===== config.mk =====
export PLATFORM = sky130hd
export DESIGN_NAME = trigger_tracker
export DESIGN_NICKNAME = d
export VERILOG_FILES = /design/src/logic/daq_pkg.sv /design/src/logic/sync_fifo.sv /design/src/logic/trigger_tracker.sv
export SDC_FILE = /design/constraint.sdc
export NUM_CORES = 1
export LEC_CHECK = 0
export ABC_AREA = 1
export BUFFER_PORTS_ARGS = -buffer_cell sky130_fd_sc_hd__buf_2
export CAP_MARGIN = 20
export CORE_ASPECT_RATIO = 0.9
export CORE_UTILIZATION = 25
export CTS_CLUSTER_SIZE = 24
export DETAILED_ROUTE_END_ITERATION = 12
export SYNTH_ARGS = -nofsm -noshare
export SYNTH_HDL_FRONTEND = slang
export SYNTH_HIERARCHICAL = 1
export SYNTH_SLANG_ARGS = --single-unit

===== constraint.sdc =====
create_clock -name CLK40 -period 4.6 [get_ports CLK40]
set_clock_uncertainty 0.2 [all_clocks]
set_input_delay 0.69 -clock CLK40 [delete_from_list [all_inputs] [get_ports CLK40]]
set_output_delay 0.69 -clock CLK40 [all_outputs]
set_load 0.005 [all_outputs]

===== src/logic/daq_pkg.sv =====
package daq_pkg;

	////////////////////////////////////////////////////////////////////////////
	// channel and group geometry
	////////////////////////////////////////////////////////////////////////////

	localparam int n_ch   = 16;           // channels per group bus
	localparam int n_grp  = 6;            // groups per sample
	localparam int smp_w  = 12;           // one channel word
	localparam int bus_w  = n_ch * smp_w; // 192, group bus and readout word
	localparam int samp_w = 7;            // samp_max width

	////////////////////////////////////////////////////////////////////////////
	// storage depths
	////////////////////////////////////////////////////////////////////////////

	localparam int ch_fifo_aw  = 9;       // 512 words per channel
	localparam int hdr_fifo_aw = 4;       // 16 headers

	////////////////////////////////////////////////////////////////////////////
	// header word layout
	////////////////////////////////////////////////////////////////////////////

	localparam int hdr_w          = 44;
	localparam int l1a_lsb        = 0;
	localparam int l1a_cnt_w      = 24;
	localparam int mtch_lsb       = 24;
	localparam int mtch_cnt_w     = 12;
	localparam int ovlp_lsb       = 36;
	localparam int ovlp_cnt_w     = 4;
	localparam int ovlp_bit       = 40;   // at least one overlap
	localparam int multi_ovlp_bit = 41;   // more than one overlap
	// bits 42 and 43 stay zero

	// load sequencer state codes
	localparam logic [1:0] st_idle = 2'd0;
	localparam logic [1:0] st_wait = 2'd1; // waiting for sample strobe
	localparam logic [1:0] st_load = 2'd2; // stepping through groups

endpackage


===== src/logic/sync_fifo.sv =====
`timescale 1ns/1ps

module sync_fifo #(
	parameter int width  = 12,
	parameter int addr_w = 9
) (
	input  logic              CLK40,
	input  logic              srst,
	input  logic [width-1:0]  din,
	input  logic              push,
	input  logic              pop,
	output logic [width-1:0]  dout,
	output logic              empty,
	output logic              full,
	output logic [addr_w:0]   free
);

	logic [width-1:0]  mem [2**addr_w];
	logic [addr_w-1:0] wr_ptr;
	logic [addr_w-1:0] rd_ptr;
	logic [addr_w:0]   cnt;               // occupancy, 0 to depth

	assign dout  = mem[rd_ptr];           // show-ahead
	assign empty = (cnt == '0);
	assign full  = cnt[addr_w];           // only set at depth
	assign free  = {1'b1, {addr_w{1'b0}}} - cnt;

	always_ff @(posedge CLK40) begin
		if (push)
			mem[wr_ptr] <= din;
	end

	always_ff @(posedge CLK40 or posedge srst) begin
		if (srst) begin
			wr_ptr <= '0;
			rd_ptr <= '0;
			cnt    <= '0;
		end else begin
			if (push)
				wr_ptr <= wr_ptr + 1'b1;
			if (pop)
				rd_ptr <= rd_ptr + 1'b1;
			case ({push, pop})
				2'b10:   cnt <= cnt + 1'b1;
				2'b01:   cnt <= cnt - 1'b1;
				default: cnt <= cnt;
			endcase
		end
	end

	a_no_underflow: assert property (@(posedge CLK40) disable iff (srst)
		pop |-> !empty);

	a_no_overflow: assert property (@(posedge CLK40) disable iff (srst)
		push |-> !full);

endmodule


===== src/logic/trigger_tracker.sv =====
`timescale 1ns/1ps

module trigger_tracker (
	input  logic                      CLK40,
	input  logic                      srst,
	input  logic                      resync,
	input  logic                      l1a,
	input  logic                      l1a_match,
	input  logic                      busy,
	input  logic                      evt_accept,
	input  logic                      evt_reject,
	input  logic                      hdr_ready,
	output logic                      hdr_valid,
	output logic [daq_pkg::hdr_w-1:0] hdr_out,
	output logic                      hdr_full,
	output logic [7:0]                drop_cnt
);
	import daq_pkg::*;

	logic [l1a_cnt_w-1:0]  l1a_cnt;
	logic [mtch_cnt_w-1:0] mtch_cnt;
	logic [ovlp_cnt_w-1:0] ovlp_cnt;
	logic                  ovlp_in;       // match during a capture
	logic                  hdr_push;      // accept delayed one cycle
	logic                  hdr_empty;
	logic [hdr_w-1:0]      hdr_word;

	assign ovlp_in   = l1a_match && busy;
	assign hdr_valid = !hdr_empty;

	always_ff @(posedge CLK40 or posedge srst) begin
		if (srst)
			hdr_push <= 1'b0;
		else
			hdr_push <= evt_accept;
	end

	////////////////////////////////////////////////////////////////////////////
	// trigger and overlap counters
	////////////////////////////////////////////////////////////////////////////

	always_ff @(posedge CLK40 or posedge srst) begin
		if (srst) begin
			l1a_cnt  <= '0;
			mtch_cnt <= '0;
			ovlp_cnt <= '0;
			drop_cnt <= '0;
		end else if (resync) begin
			l1a_cnt  <= '0;
			mtch_cnt <= '0;
			ovlp_cnt <= '0;
			drop_cnt <= '0;
		end else begin
			if (l1a)
				l1a_cnt <= l1a_cnt + 1'b1;   // wraps
			if (l1a_match)
				mtch_cnt <= mtch_cnt + 1'b1;
			if (hdr_push)
				ovlp_cnt <= {{(ovlp_cnt_w-1){1'b0}}, ovlp_in}; // reported, restart
			else if (ovlp_in && ovlp_cnt != '1)
				ovlp_cnt <= ovlp_cnt + 1'b1;
			if (evt_reject && drop_cnt != 8'hff)
				drop_cnt <= drop_cnt + 1'b1;
		end
	end

	// counters already hold the accepting pulse when the push happens
	always_comb begin
		hdr_word = '0;
		hdr_word[l1a_lsb +: l1a_cnt_w]   = l1a_cnt;
		hdr_word[mtch_lsb +: mtch_cnt_w] = mtch_cnt;
		hdr_word[ovlp_lsb +: ovlp_cnt_w] = ovlp_cnt;
		hdr_word[ovlp_bit]               = (ovlp_cnt != '0);
		hdr_word[multi_ovlp_bit]         = (ovlp_cnt > ovlp_cnt_w'(1));
	end

	sync_fifo #(.width(hdr_w), .addr_w(hdr_fifo_aw)) u_hdr_fifo (
		.CLK40 (CLK40),
		.srst  (srst),
		.din   (hdr_word),
		.push  (hdr_push),
		.pop   (hdr_valid && hdr_ready),
		.dout  (hdr_out),
		.empty (hdr_empty),
		.full  (hdr_full),
		.free  ()
	);

	// accept decision must still hold when the header lands
	a_hdr_room: assert property (@(posedge CLK40) disable iff (srst)
		evt_accept |=> !hdr_full);

endmodule


==> out/results.env <==
OUTCOME='finished, final reports clean'
CTS.PATH.MAX_BUFFERS=3
VDD_IR_DROP_MAX_V=0.0004963
CELLINTERNALPOWER_W=0.01367
TIMING.FINAL.CRIT_SHARE_PCT=88.18
SYN-MEAN-INSTANCE-AREA_UM2=11.75
CRITICAL_PATH_REQUIRED_PS=3710
PORTBUFFERS=62
GRT_ANTENNA_BEFORE_REPAIR=4
SETUP_CRIT_PATH_KIND='reg2out'
P_SW_W=0.007814
WORST_SKEW_PAIR.LATE_LATENCY_PS=640
ENDPOINT_TYPE_OF_THE_WORST_SETUP_PATH='output pin'
GPL.FINAL_WEIGHTED_CONGESTION=0.7637
DRT-WIRELENGTH-PER-CELL_UM=17.84
GRT_PASS1_WL_MM=121.4
POWER_DENSITY_nW_PER_UM2=587.0
POST-CTS-SETUP-BUFFER-COUNT=0
SYN_INST=2712
DESIGN.CORE.AREA_UM2=125700
GR-TOTAL-OVERFLOW=0
HPWL_MM=42.88
DRT_PRE_ANTENNA_ITERS=5
VIA_COUNT=20250
SETUP_TNS_PS=0
P_COMB_SHARE_PCT=32.4
SYN-CELL-AREA_UM2=31860
TRITONCTS_SINK_COUNT=766
TIGHTEST_SLEW_PS=1087
CRITICAL_PATH.MAX_FANOUT=80
STDCELL_COUNT=4523
DIE-AREA_UM2=128900
PIN_COUNT_OF_THE_BIGGEST_NET_ENTERING_GLOBAL_ROUTING=151
CTSROOTBUFFERMASTER='sky130_fd_sc_hd__clkbuf_16'
POSTCTSRESIZEDCELLS=0
CTS_TREE='yes'
REPORT.FINAL.HOLD_VIOL_COUNT=0
CP_TOP_FAMILY='buffers and inverters'
ROWS=123
DRIVE_ABOVE_1_SHARE_PCT=8.818
NUMBER_OF_PLACED_I_O_PINS=63
CRITICAL_PATH_ARRIVAL_PS=3170
TRACK_USAGE_PCT=12.36
INITIAL_CORE_UTIL_PCT=25.34
STATIC-LEAKAGE-POWER_nW=13.08
POWER.CLOCK.FRACTION_PCT=27.9
CTS.CLK_SLEW.WORST_PATHS_PS=60
HTREE_NUM_LEVELS=3
HP-CLASS='in2reg'
CRITICAL_PATH.CELL_CHAIN='buf_4 -> buf_4 -> nor2_1 -> nor2_1 -> o21ai_0 -> nand3_1 -> nand3_1 -> nand2_1 -> buf_2'
ROUTE.DETAILED.VIAS_PER_INST=4.476
NUMCTSBUFFERS=76
SWSHARE_PCT=36.38
CRIT_PATH_START_KIND='flip-flop'
AREA.GROWTH.SYNTH_TO_FINAL_PCT=14.87
FINALMAXSLEWVIOLATIONS=0
FMAX_GHz=0.2465
NETS=2801
GRT_SETUP_UNREPAIRED='false'
POST-ROUTE-MIN-PERIOD_PS=4056
ANT_NETS=0
FIRST_GLOBAL_VIAS=19090
YS_WARN_COUNT=6
CP.BUFFERS_INVERTERS=3
DIE-WIDTH_UM=378.3
PLACED_CELL_AREA_UM2=34200
DP.CELLS=4383
DRT_ITER0_MARKERS=2005
CRITICAL-PATH-SLOWEST-CELL='sky130_fd_sc_hd__buf_4'
ROUTE.DETAILED.DRC=0
SEQ_POWER_SHARE_PCT=39.6
DESIGN_AREA_UM2=36590
REPORT.FINAL.SETUP_VIOL=0
FINALWIRELENGTH_MM=80.69
DIEHEIGHT_UM=340.7
DRV.MAX_CAP_VIOLATION_COUNT=0
MAX-SLEW-MARGIN-REL_PCT=27.39
MAX_INCR_DELAY_ON_CP_PS=710
==> path summary, 6_finish.rpt <==
kind | slack, ps | cells after the start | start | endpoint
setup / recovery | 540 | 9 | u_hdr_fifo/rd_ptr[0]$_DFFE_PP0P_ | hdr_out[14]
hold / removal | 70 | 1 | evt_accept | hdr_push$_DFF_PP0_
setup reg to reg | 1660 | 17 | u_hdr_fifo/cnt[0]$_DFFE_PP0P_ | u_hdr_fifo/cnt[4]$_DFFE_PP0P_
hold reg to reg | 320 | 2 | drop_cnt[1]$_DFFE_PP0P_ | drop_cnt[1]$_DFFE_PP0P_
max in group asynchronous | 2810 | 4 | srst | drop_cnt[5]$_DFFE_PP0P_
min in group asynchronous | 510 | 3 | srst | ovlp_cnt[3]$_DFFE_PP0P_
==> sequential cells by signal (all words and copies together), names as in the netlist <==
register           flops
drop_cnt               8
hdr_push               1
l1a_cnt               24
mtch_cnt              12
ovlp_cnt               4
u_hdr_fifo/cnt         5
u_hdr_fifo/mem       704
u_hdr_fifo/rd_ptr      4
u_hdr_fifo/wr_ptr      4
==> cells in the final DEF, fill, tap and decap left out, types with 2 or more instances in the layout <==
cell type	count
sky130_fd_sc_hd__xor2_1	7
sky130_fd_sc_hd__clkbuf_16	77
sky130_fd_sc_hd__clkinv_8	3
sky130_fd_sc_hd__ha_1	16
sky130_fd_sc_hd__nor2_1	512
sky130_fd_sc_hd__inv_2	6
sky130_fd_sc_hd__inv_1	193
sky130_fd_sc_hd__clkbuf_8	4
sky130_fd_sc_hd__o211ai_1	119
sky130_fd_sc_hd__bufinv_16	3
sky130_fd_sc_hd__nor2_4	18
sky130_fd_sc_hd__clkinv_2	7
sky130_fd_sc_hd__buf_4	25
sky130_fd_sc_hd__o21ai_1	11
sky130_fd_sc_hd__buf_12	18
sky130_fd_sc_hd__dfrtp_1	58
sky130_fd_sc_hd__inv_8	3
sky130_fd_sc_hd__edfxtp_1	704
sky130_fd_sc_hd__nor3_1	9
sky130_fd_sc_hd__dfrtp_4	3
sky130_fd_sc_hd__o21ai_0	257
sky130_fd_sc_hd__nand2_1	281
sky130_fd_sc_hd__clkinv_1	14
sky130_fd_sc_hd__a21oi_1	32
sky130_fd_sc_hd__xnor2_1	3
sky130_fd_sc_hd__nand4_1	10
sky130_fd_sc_hd__nand3_2	2
sky130_fd_sc_hd__inv_6	2
sky130_fd_sc_hd__nor3_2	2
sky130_fd_sc_hd__nand3_1	295
sky130_fd_sc_hd__buf_2	62
sky130_fd_sc_hd__clkbuf_1	25
sky130_fd_sc_hd__conb_1	32
sky130_fd_sc_hd__nor2_2	7
==> routing by layer <==
metal / vias up / track usage, % / wire (µm)
li1: 9601 / - / -
met1: 9971 / 17.32 / 36580
met2: 579 / 19.90 / 37950
met3: 92 / 2.036 / 4843
met4: 2 / 2.918 / 1300
met5: - / 0 / 13
==> power groups by stage <==
stage          logic, W  clock network (W)  registers, W
2_1_floorplan   0.00473                  0       0.00854
3_3_place_gp    0.00702                  0       0.00864
3_5_place_dp    0.00706                  0       0.00865
4_1_cts         0.00710            0.00615       0.00851
5_1_grt         0.00779            0.00641       0.00856
6_report        0.00697            0.00600       0.00851
==> repair_timing <==
item | in CTS | in global routing
hold buffers | 1 | 0
hold endpoints to repair | 29 | 0
endpoints found under the setup margin | 0 | 0
==> metrics by stage <==
stage / hold WS, ps / total power (W) / worst slack, ps / util [%]
CTS: 31.75 / 0.02176 / 497.4 / 29.09
global placement: 303.6 / 0.01566 / 1197 / 27.20
detailed placement: 314.6 / 0.01572 / 1220 / 27.20
floorplan: 290.8 / 0.01327 / 1265 / -
global route: 36.34 / 0.02276 / 344.0 / 29.10
finish: 74.54 / 0.02148 / 543.9 / 29.10
==> area by class of cell <==
cell class | count | area (µm²)
flip-flops and latches | 766 | 22700
inverters | 202 | 773.2
clock buffers | 105 | 2062
repair buffers | 107 | 882.1
clock inverters | 32 | 307.8
well taps | 1687 | 2111
fillers | 12720 | 89140
diodes | 1 | 2.502
multi-input cells | 1623 | 7750
==> worst reg2reg max path, stage by stage (launching register included) <==
cell                      delay (ps)
sky130_fd_sc_hd__dfrtp_1         400
sky130_fd_sc_hd__inv_1            70
sky130_fd_sc_hd__ha_1            190
sky130_fd_sc_hd__nand2_1          60
sky130_fd_sc_hd__nor2_1           40
sky130_fd_sc_hd__ha_1            200
sky130_fd_sc_hd__nor2_1          480
sky130_fd_sc_hd__ha_1            350
sky130_fd_sc_hd__nor2_1           60
sky130_fd_sc_hd__nor2_1          150
sky130_fd_sc_hd__ha_1            160
sky130_fd_sc_hd__inv_1            40
sky130_fd_sc_hd__nand2_1         100
sky130_fd_sc_hd__nand3_1         110
sky130_fd_sc_hd__nand2_1          70
sky130_fd_sc_hd__nand2_1          40
sky130_fd_sc_hd__nand3_1          60
sky130_fd_sc_hd__nand2_1          50
No activity file was read; power rests on OpenSTA's default activity.
