==> config.mk <==
export PLATFORM = sky130hd
export DESIGN_NAME = sample_load_fsm
export DESIGN_NICKNAME = d
export VERILOG_FILES = /design/src/logic/daq_pkg.sv /design/src/logic/sample_load_fsm.sv
export SDC_FILE = /design/constraint.sdc
export NUM_CORES = 1
export LEC_CHECK = 0
export BUFFER_PORTS_ARGS = -buffer_cell sky130_fd_sc_hd__clkbuf_2
export CORE_MARGIN = 2
export CORE_UTILIZATION = 50
export CTS_BUF_LIST = sky130_fd_sc_hd__clkbuf_16
export DETAILED_ROUTE_END_ITERATION = 7
export PLACE_DENSITY = 0.81
export SLEW_MARGIN = 20
export SYNTH_ARGS = -nofsm -noshare
export SYNTH_HDL_FRONTEND = slang
export SYNTH_SLANG_ARGS = --single-unit
==> constraint.sdc <==
create_clock -name CLK40 -period 10.9 [get_ports CLK40]
set_clock_uncertainty 0.2 [all_clocks]
set_input_delay 1.09 -clock CLK40 [delete_from_list [all_inputs] [get_ports CLK40]]
set_output_delay 1.09 -clock CLK40 [all_outputs]
set_load 0.01 [all_outputs]
==> src/logic/daq_pkg.sv <==
package daq_pkg;

	////////////////////////////////////////////////////////////////////////////
	// channel and group geometry
	////////////////////////////////////////////////////////////////////////////

	localparam int n_ch   = 16;           // channels per group bus
	localparam int n_grp  = 6;            // groups per sample
	localparam int smp_w  = 12;           // one channel word
	localparam int bus_w  = n_ch * smp_w; // 192, group bus and readout word
	localparam int samp_w = 7;            // samp_max width

	////////////////////////////////////////////////////////////////////////////
	// storage depths
	////////////////////////////////////////////////////////////////////////////

	localparam int ch_fifo_aw  = 9;       // 512 words per channel
	localparam int hdr_fifo_aw = 4;       // 16 headers

	////////////////////////////////////////////////////////////////////////////
	// header word layout
	////////////////////////////////////////////////////////////////////////////

	localparam int hdr_w          = 44;
	localparam int l1a_lsb        = 0;
	localparam int l1a_cnt_w      = 24;
	localparam int mtch_lsb       = 24;
	localparam int mtch_cnt_w     = 12;
	localparam int ovlp_lsb       = 36;
	localparam int ovlp_cnt_w     = 4;
	localparam int ovlp_bit       = 40;   // at least one overlap
	localparam int multi_ovlp_bit = 41;   // more than one overlap
	// bits 42 and 43 stay zero

	// load sequencer state codes
	localparam logic [1:0] st_idle = 2'd0;
	localparam logic [1:0] st_wait = 2'd1; // waiting for sample strobe
	localparam logic [1:0] st_load = 2'd2; // stepping through groups

endpackage

==> src/logic/sample_load_fsm.sv <==
`timescale 1ns/1ps

module sample_load_fsm (
	input  logic                          CLK40,
	input  logic                          srst,
	input  logic                          l1a_match,
	input  logic                          smp_stb,
	input  logic [daq_pkg::samp_w-1:0]    samp_max,
	input  logic [daq_pkg::ch_fifo_aw:0]  ch_free,
	input  logic                          hdr_full,
	output logic                          evt_accept,
	output logic                          evt_reject,
	output logic                          busy,
	output logic [2:0]                    sel,
	output logic                          wr_en
);
	import daq_pkg::*;

	logic [1:0]          state;
	logic [samp_w-1:0]   sample;          // current sample of event
	logic [samp_w-1:0]   samp_last;       // samp_max held for the event
	logic [ch_fifo_aw:0] need;            // words one event takes
	logic                space_ok;
	logic                idle;

	assign need = ({{(ch_fifo_aw+1-samp_w){1'b0}}, samp_max} + (ch_fifo_aw+1)'(1))
		* (ch_fifo_aw+1)'(n_grp);

	assign idle       = (state == st_idle);
	assign space_ok   = (ch_free >= need) && !hdr_full;
	assign evt_accept = idle && l1a_match && space_ok;
	assign evt_reject = idle && l1a_match && !space_ok;
	assign busy       = !idle;
	assign wr_en      = (state == st_load);

	always_ff @(posedge CLK40) begin
		if (evt_accept)
			samp_last <= samp_max;
	end

	////////////////////////////////////////////////////////////////////////////
	// sequencer: one strobe gives n_grp writes
	////////////////////////////////////////////////////////////////////////////

	always_ff @(posedge CLK40 or posedge srst) begin
		if (srst) begin
			state  <= st_idle;
			sel    <= '0;
			sample <= '0;
		end else begin
			case (state)
				st_idle: begin
					if (evt_accept) begin
						state  <= st_wait;
						sample <= '0;
					end
				end
				st_wait: begin
					if (smp_stb)
						state <= st_load;    // writes start next cycle
				end
				st_load: begin
					if (sel == 3'(n_grp - 1)) begin
						sel    <= '0;
						sample <= sample + 1'b1;
						state  <= (sample == samp_last) ? st_idle : st_wait;
					end else begin
						sel <= sel + 1'b1;
					end
				end
				default: state <= st_idle;
			endcase
		end
	end

	// strobe spacing must leave room for all group writes
	a_no_stb_in_load: assert property (@(posedge CLK40) disable iff (srst)
		wr_en |-> !smp_stb);

	// space check at accept covers every write of the event
	a_write_room: assert property (@(posedge CLK40) disable iff (srst)
		wr_en |-> (ch_free != '0));

endmodule

==> impl_metrics.prom, run 1 <==
# TYPE chip_impl_metric gauge
chip_impl_info{name="status",value="completed"} 1
chip_impl_metric{name="fin_nets",unit=""} 246
chip_impl_info{name="clock-root-buffer",value="clkbuf_16"} 1
chip_impl_metric{name="total_power",unit="mW"} 0.296
chip_impl_metric{name="dpl_cell_area",unit="mm2"} 0.00181
chip_impl_metric{name="placement.io_buffers",unit=""} 28
chip_impl_metric{name="vias_per_cell",unit=""} 5.63
chip_impl_metric{name="global_route.usage.total",unit=""} 0.199
chip_impl_metric{name="antenna_cells",unit=""} 0
chip_impl_metric{name="power_leakage",unit="nW"} 0.924
chip_impl_metric{name="maxClockFrequency",unit="MHz"} 153
chip_impl_metric{name="dpl_worst_slack",unit="ns"} 4.42
chip_impl_metric{name="first_pass_grt_wire_length",unit="um"} 5440
chip_impl_metric{name="instances_no_fill",unit=""} 250
chip_impl_info{name="timing.critical_path.to_type",value="output pin"} 1
chip_impl_metric{name="drcViolationCount",unit=""} 0
chip_impl_info{name="cts_tree",value="built"} 1
chip_impl_metric{name="clock_tree.buffer_depth",unit=""} 2
chip_impl_metric{name="rows",unit=""} 20
chip_impl_metric{name="netlist_area_before_placement",unit="mm2"} 0.00164
chip_impl_metric{name="synth.ff_latch_count",unit=""} 19
chip_impl_metric{name="placedCellCount",unit=""} 246
chip_impl_metric{name="max_cap_violations",unit=""} 0
chip_impl_info{name="crit_path_frequent_cell",value="ha_1"} 1
chip_impl_metric{name="reg2reg_setup_slack",unit="ns"} 8.71
chip_impl_metric{name="cts_post_setup_buffers_inserted",unit=""} 0
chip_impl_metric{name="clkTransAtPathRegs",unit="ns"} 0.05
chip_impl_metric{name="syn_to_final_growth",unit="%"} 15.6
chip_impl_metric{name="placeableCoreArea",unit="mm2"} 0.00308
chip_impl_metric{name="power_density",unit="mW/mm2"} 157
chip_impl_metric{name="final_core_utilization",unit=""} 0.615
chip_impl_info{name="hold-path-endpoint",value="sample[6]"} 1
chip_impl_metric{name="path_buf_inv",unit=""} 2
chip_impl_info{name="critical-path-top-delay-family",value="compound AO/OA/AOI/OAI gates"} 1
chip_impl_info{name="r2r_start",value="state[1]"} 1
chip_impl_metric{name="max_slew_violation_total_from_the_final_report",unit=""} 0
chip_impl_info{name="rr_endpoint",value="sample[6]"} 1
chip_impl_metric{name="overflow",unit=""} 0
chip_impl_metric{name="dp.final_hpwl",unit="um"} 2570
chip_impl_metric{name="vertical_die_dimension",unit="um"} 61.2
chip_impl_metric{name="synth_cell_types",unit=""} 39
chip_impl_metric{name="hold_viol",unit=""} 0
chip_impl_metric{name="timing.final.setup_violations",unit=""} 0
chip_impl_metric{name="cts.sinks",unit=""} 19
chip_impl_metric{name="wl_per_cell",unit="um"} 13.2
chip_impl_metric{name="setup-tns-final",unit="ns"} 0
chip_impl_metric{name="cts.htree.levels",unit=""} 1
chip_impl_metric{name="fp.dieArea",unit="mm2"} 0.00375
chip_impl_metric{name="routability_congestion_estimate",unit=""} 0.822
chip_impl_metric{name="critPathArrivalTime",unit="ns"} 5.24
chip_impl_metric{name="drtIter0Drc",unit=""} 66
chip_impl_info{name="crit_path_start_kind",value="primary input"} 1
chip_impl_metric{name="remaining_max_slew_budget_at_the_tightest_pin",unit=""} 0.417
chip_impl_metric{name="routed_wirelength",unit="um"} 3290
chip_impl_metric{name="boundaryPins",unit=""} 29
chip_impl_metric{name="dr.pass1.iters",unit=""} 4
chip_impl_info{name="holdCritPathClass",value="reg -> reg"} 1
chip_impl_metric{name="ys_seq_area_frac",unit=""} 0.312
chip_impl_metric{name="timing.critical_path.slowest_cell_delay",unit="ns"} 0.72
chip_impl_metric{name="timing.final.crit_share",unit=""} 0.599
chip_impl_metric{name="worstMarginPinSlew",unit="ns"} 0.868
chip_impl_metric{name="postLayoutCellArea",unit="mm2"} 0.00189
chip_impl_metric{name="drive_gt1_frac",unit=""} 0.165
chip_impl_info{name="worstHoldStart",value="sample[6]"} 1
chip_impl_metric{name="antenna_found_initial",unit=""} 0
chip_impl_metric{name="die_w",unit="um"} 61.2
chip_impl_metric{name="postCtsResizedCells",unit=""} 0
chip_impl_info{name="rsz0062_at_grt",value="false"} 1
chip_impl_metric{name="vias_in_the_first_global_route",unit=""} 1214
chip_impl_metric{name="yosys_warn_count",unit=""} 0
chip_impl_metric{name="cp_data_required_time",unit="ns"} 9.61
chip_impl_metric{name="cts_hold_buffers",unit=""} 0
chip_impl_metric{name="fin_hold_ws",unit="ns"} 0.329
chip_impl_metric{name="hold-path-cell-count",unit=""} 1
chip_impl_metric{name="dr_total_vias",unit=""} 1407
chip_impl_metric{name="critical_path.max_fanout",unit=""} 15
chip_impl_metric{name="vdd.ir_drop.worst",unit="mV"} 0.0684
chip_impl_metric{name="insertion_delay",unit="ns"} 0.25
chip_impl_metric{name="gate_count_of_the_mapped_netlist",unit=""} 178
chip_impl_info{name="sequence_of_cells_on_the_critical_path",value="clkbuf_2 > ha_1 > xor2_1 > ha_1 > a21oi_1 > a211o_1 > o211a_1 > o21ai_0 > a211o_1 > xnor2_1 > ha_1 > and4_1 > o2111ai_1 > a311oi_4 > clkbuf_2"} 1
chip_impl_metric{name="net_count_after_synthesis",unit=""} 217
chip_impl_info{name="synth_top_flop_cell",value="dfrtp_1"} 1
chip_impl_metric{name="worstRegToRegCells",unit=""} 5
chip_impl_metric{name="fin_ws",unit="ns"} 4.37
chip_impl_metric{name="start_util",unit=""} 0.532
chip_impl_info{name="most_common_cell_after_layout_fill_and_taps_aside",value="clkbuf_2"} 1
chip_impl_info{name="criticalPathCategory",value="in -> out"} 1
chip_impl_metric{name="synth-async-reset-ratio",unit=""} 0.632
chip_impl_metric{name="syn_avg_cell_area",unit="um2"} 9.19
chip_impl_metric{name="pin_count_of_the_biggest_net_entering_global_routing",unit=""} 16
chip_impl_metric{name="min_tclk_post_route",unit="ns"} 6.53
chip_impl_metric{name="cts_inserted_buffers",unit=""} 3
chip_impl_info{name="layout_common_cells",value="clkbuf_2 (28), nand2_1 (17), xnor2_1 (17), ha_1 (17), dfrtp_1 (12)"} 1
chip_impl_metric{name="synth_edf_count",unit=""} 7
chip_impl_info{name="crit_path_top_delay_cell",value="a311oi_4"} 1
chip_impl_metric{name="ant_nets",unit=""} 0
## synth_stat cells, drive strengths merged (2+ instances only)
cell    count  area (um2)
buf         3        15.0
nand2      17        63.8
xnor2      17         149
a22o        2        17.5
inv        10        37.5
nor3b       2        15.0
nor3        5        25.0
o21ai       8        40.0
o22ai       4        25.0
a21o        9        67.6
a21oi       6        30.0
nand2b      4        25.0
nand4       2        12.5
o211ai      2        15.0
a211o       3        26.3
ha         17         213
nand3      11        55.1
and3        5        31.3
a221oi      2        35.0
dfrtp      12         300
xor2        7        61.3
edfxtp      7         210
nor2        8        30.0
## layer usage
| layer | track usage | part of all wire |
|---|---|---|
| met2 | 0.324 | 0.49 |
| met3 | 0.0210 | 0.038 |
| met1 | 0.260 | 0.45 |
| met5 | 0 | 0 |
| met4 | 0.109 | 0.021 |
## worst max path at each step
| stage | startpoint | to | cells past startpoint |
|---|---|---|---|
| 6_report | samp_max[0] | evt_accept | 15 |
| 5_1_grt | samp_max[0] | evt_accept | 15 |
| 4_1_cts | samp_max[0] | evt_accept | 15 |
| 3_5_place_dp | samp_max[0] | evt_accept | 15 |
| 3_3_place_gp | samp_max[0] | evt_accept | 15 |
| 2_1_floorplan | samp_max[0] | evt_accept | 14 |
## where the power goes
part	total [mW]	internal [mW]	switching (mW)
clock	0.0752	0.0492	0.0261
combinational	0.116	0.0520	0.0644
sequential	0.105	0.0888	0.0159
## flip-flops by register name, indices dropped and copies added (netlist names)
signal,cells
samp_last,7
sample,7
sel,3
state,2
## cell type report
type	count	area, um2
Clock buffer	3	75.1
Clock inverter	1	5.00
Fill cell	275	1190
Inverter	10	37.5
Multi-Input combinational cell	145	1070
Sequential cell	19	510
Tap cell	44	55.1
Timing Repair Buffer	28	140
## cell families (layout without fill, tap and decap cells)
logic type,count (synthesis),in the layout,synth area share
adder cells (fa/ha/maj),18,18,0.136
multiplexers,1,1,0.00612
AO/OA/AOI/OAI,44,44,0.208
XOR/XNOR,24,24,0.128
buffers and inverters,14,42,0.0352
AND/OR/NAND/NOR,58,58,0.174
flip-flops,19,19,0.312
Note: power is estimated with default switching activity, not from simulation.
==> run 2: changes to the inputs <==
Settings changed: PLACE_DENSITY 0.81 to 0.83.
Clock period 10.9 ns to 5.51 ns, I/O delays scaled along.
==> run 2 against run 1 <==
- total power rose by 98%
- combinational power rose by 100%
- highest routed layer unchanged
- flip-flop and latch count did not move
- critical endpoint unchanged
- worst setup slack got worse by 3.9 ns
- global-route usage rose by 0.10 points
- final cell count rose by 0.40%
==> impl_metrics.prom, run 2 (synthesis gave the netlist of run 1 again) <==
# TYPE chip_impl_metric gauge
chip_impl_metric{name="antenna_cells",unit=""} 0
chip_impl_metric{name="cts_post_setup_buffers_inserted",unit=""} 0
chip_impl_metric{name="cp_data_required_time",unit="ns"} 4.76
chip_impl_info{name="rsz0062_at_grt",value="false"} 1
chip_impl_metric{name="drive_gt1_frac",unit=""} 0.164
chip_impl_metric{name="power_density",unit="mW/mm2"} 308
chip_impl_metric{name="vertical_die_dimension",unit="um"} 61.2
chip_impl_metric{name="clock_tree.buffer_depth",unit=""} 2
chip_impl_info{name="clock-root-buffer",value="clkbuf_16"} 1
chip_impl_metric{name="boundaryPins",unit=""} 29
chip_impl_metric{name="cts.sinks",unit=""} 19
chip_impl_metric{name="insertion_delay",unit="ns"} 0.25
chip_impl_metric{name="antenna_found_initial",unit=""} 0
chip_impl_metric{name="critPathArrivalTime",unit="ns"} 4.28
chip_impl_metric{name="clkTransAtPathRegs",unit="ns"} 0.05
chip_impl_info{name="layout_common_cells",value="clkbuf_2 (28), nand2_1 (17), xnor2_1 (17), ha_1 (17), dfrtp_1 (12)"} 1
chip_impl_metric{name="critical_path.max_fanout",unit=""} 12
chip_impl_metric{name="power_leakage",unit="nW"} 0.930
chip_impl_metric{name="wl_per_cell",unit="um"} 13.4
chip_impl_metric{name="max_slew_violation_total_from_the_final_report",unit=""} 0
chip_impl_metric{name="cts.htree.levels",unit=""} 1
chip_impl_metric{name="global_route.usage.total",unit=""} 0.201
chip_impl_metric{name="syn_to_final_growth",unit="%"} 16.0
chip_impl_info{name="crit_path_frequent_cell",value="ha_1"} 1
chip_impl_metric{name="worstRegToRegCells",unit=""} 4
chip_impl_metric{name="routability_congestion_estimate",unit=""} 0.848
chip_impl_metric{name="remaining_max_slew_budget_at_the_tightest_pin",unit=""} 0.508
chip_impl_metric{name="overflow",unit=""} 0
chip_impl_metric{name="cts_inserted_buffers",unit=""} 3
chip_impl_metric{name="reg2reg_setup_slack",unit="ns"} 3.45
chip_impl_info{name="holdCritPathClass",value="in -> async"} 1
chip_impl_metric{name="dr.pass1.iters",unit=""} 4
chip_impl_metric{name="fp.dieArea",unit="mm2"} 0.00375
chip_impl_info{name="most_common_cell_after_layout_fill_and_taps_aside",value="clkbuf_2"} 1
chip_impl_metric{name="min_tclk_post_route",unit="ns"} 5.03
chip_impl_metric{name="ant_nets",unit=""} 0
chip_impl_metric{name="setup-tns-final",unit="ns"} 0
chip_impl_metric{name="fin_nets",unit=""} 247
chip_impl_metric{name="placeableCoreArea",unit="mm2"} 0.00308
chip_impl_metric{name="fillers",unit=""} 273
chip_impl_metric{name="first_pass_grt_wire_length",unit="um"} 5630
chip_impl_metric{name="timing.final.crit_share",unit=""} 0.914
chip_impl_info{name="crit_path_start_kind",value="primary input"} 1
chip_impl_metric{name="drtIter0Drc",unit=""} 34
chip_impl_metric{name="hold_viol",unit=""} 0
chip_impl_info{name="sequence_of_cells_on_the_critical_path",value="clkbuf_2 > ha_1 > xor2_1 > ha_1 > a21oi_1 > a211o_1 > o211a_1 > o21ai_0 > a211o_1 > xnor2_1 > ha_1 > and4_1 > o2111ai_1 > a311oi_4 > clkbuf_2"} 1
chip_impl_metric{name="pin_count_of_the_biggest_net_entering_global_routing",unit=""} 16
chip_impl_metric{name="dr_total_vias",unit=""} 1382
chip_impl_info{name="timing.critical_path.to_type",value="output pin"} 1
chip_impl_info{name="criticalPathCategory",value="in -> out"} 1
chip_impl_metric{name="drcViolationCount",unit=""} 0
chip_impl_metric{name="start_util",unit=""} 0.532
chip_impl_metric{name="vias_in_the_first_global_route",unit=""} 1266
chip_impl_metric{name="timing.final.setup_violations",unit=""} 0
chip_impl_info{name="biggestRegsByFlops",value="samp_last: 7 flops, sample: 7 flops, sel: 3 flops"} 1
chip_impl_metric{name="max_cap_violations",unit=""} 0
chip_impl_metric{name="die_w",unit="um"} 61.2
chip_impl_metric{name="routed_wirelength",unit="um"} 3350
chip_impl_metric{name="final_core_utilization",unit=""} 0.617
chip_impl_info{name="crit_path_top_delay_cell",value="ha_1"} 1
chip_impl_metric{name="worstMarginPinSlew",unit="ns"} 0.733
chip_impl_info{name="status",value="completed"} 1
chip_impl_metric{name="timing.critical_path.slowest_cell_delay",unit="ns"} 0.42
chip_impl_metric{name="maxClockFrequency",unit="MHz"} 199
chip_impl_metric{name="dp.final_hpwl",unit="um"} 2670
chip_impl_metric{name="rows",unit=""} 20
chip_impl_metric{name="cts_hold_buffers",unit=""} 0
chip_impl_info{name="r2r_start",value="state[1]"} 1
chip_impl_metric{name="vias_per_cell",unit=""} 5.51
chip_impl_info{name="cts_tree",value="built"} 1
chip_impl_metric{name="postCtsResizedCells",unit=""} 0
chip_impl_metric{name="placement.io_buffers",unit=""} 28
chip_impl_metric{name="vdd.ir_drop.worst",unit="mV"} 0.184
chip_impl_info{name="rr_endpoint",value="sample[5]"} 1
==> run 2: worst max-delay path by stage <==
| stage | startpoint | end | slack [ns] |
|---|---|---|---|
| floorplan | samp_max[0] | evt_accept | 0.92 |
| global placement | samp_max[0] | evt_accept | 0.60 |
| detailed placement | samp_max[0] | evt_accept | 0.54 |
| CTS | samp_max[0] | evt_accept | 0.49 |
| global route | samp_max[0] | evt_accept | 0.25 |
| finish | samp_max[0] | evt_accept | 0.48 |
==> run 2: report_power, final <==
part           switching, mW  internal (mW)  leakage (nW)
sequential            0.0324          0.176         0.224
clock                 0.0489         0.0964        0.0423
combinational          0.128          0.104         0.664
total                  0.209          0.376         0.930
==> run 2: area by class of cell <==
class,instances,area (um2),share of cell area
multi-input combinational,145,1070,0.563
sequential,19,510,0.269
timing repair buffer,29,148,0.0778
clock buffer,3,75.1,0.0396
tap,44,55.1,0.0290
inverter,10,37.5,0.0198
clock inverter,1,3.75,0.00198
==> run 2: metal layers <==
layer  global-route usage  up-vias  wire length, um
met1                0.281      622             1640
li1                     -      715                -
met3               0.0357        2              174
met5                    0        -                0
met4               0.0435        0               19
met2                0.325       43             1520
==> run 2: through the flow <==
step | cell area, um2 | power, mW | instances | hold WS, ns | setup slack (ns)
2_1_floorplan | 1640 | 0.373 | 178 | 0.216 | 0.918
3_3_place_gp | 1820 | 0.435 | 247 | 0.314 | 0.602
3_5_place_dp | 1820 | 0.442 | 247 | 0.315 | 0.543
4_1_cts | 1900 | 0.589 | 251 | 0.104 | 0.488
5_1_grt | 1900 | 0.625 | 251 | 0.129 | 0.246
6_report | 1900 | 0.585 | 251 | 0.0886 | 0.477
==> run 2: critical path: cells and delay by family <==
family,cells,cell delay [ns]
buffers and inverters,2,0.37
adder cells (fa/ha/maj),3,0.99
AND/OR/NAND/NOR,1,0.27
XOR/XNOR,2,0.39
AO/OA/AOI/OAI,7,1.70
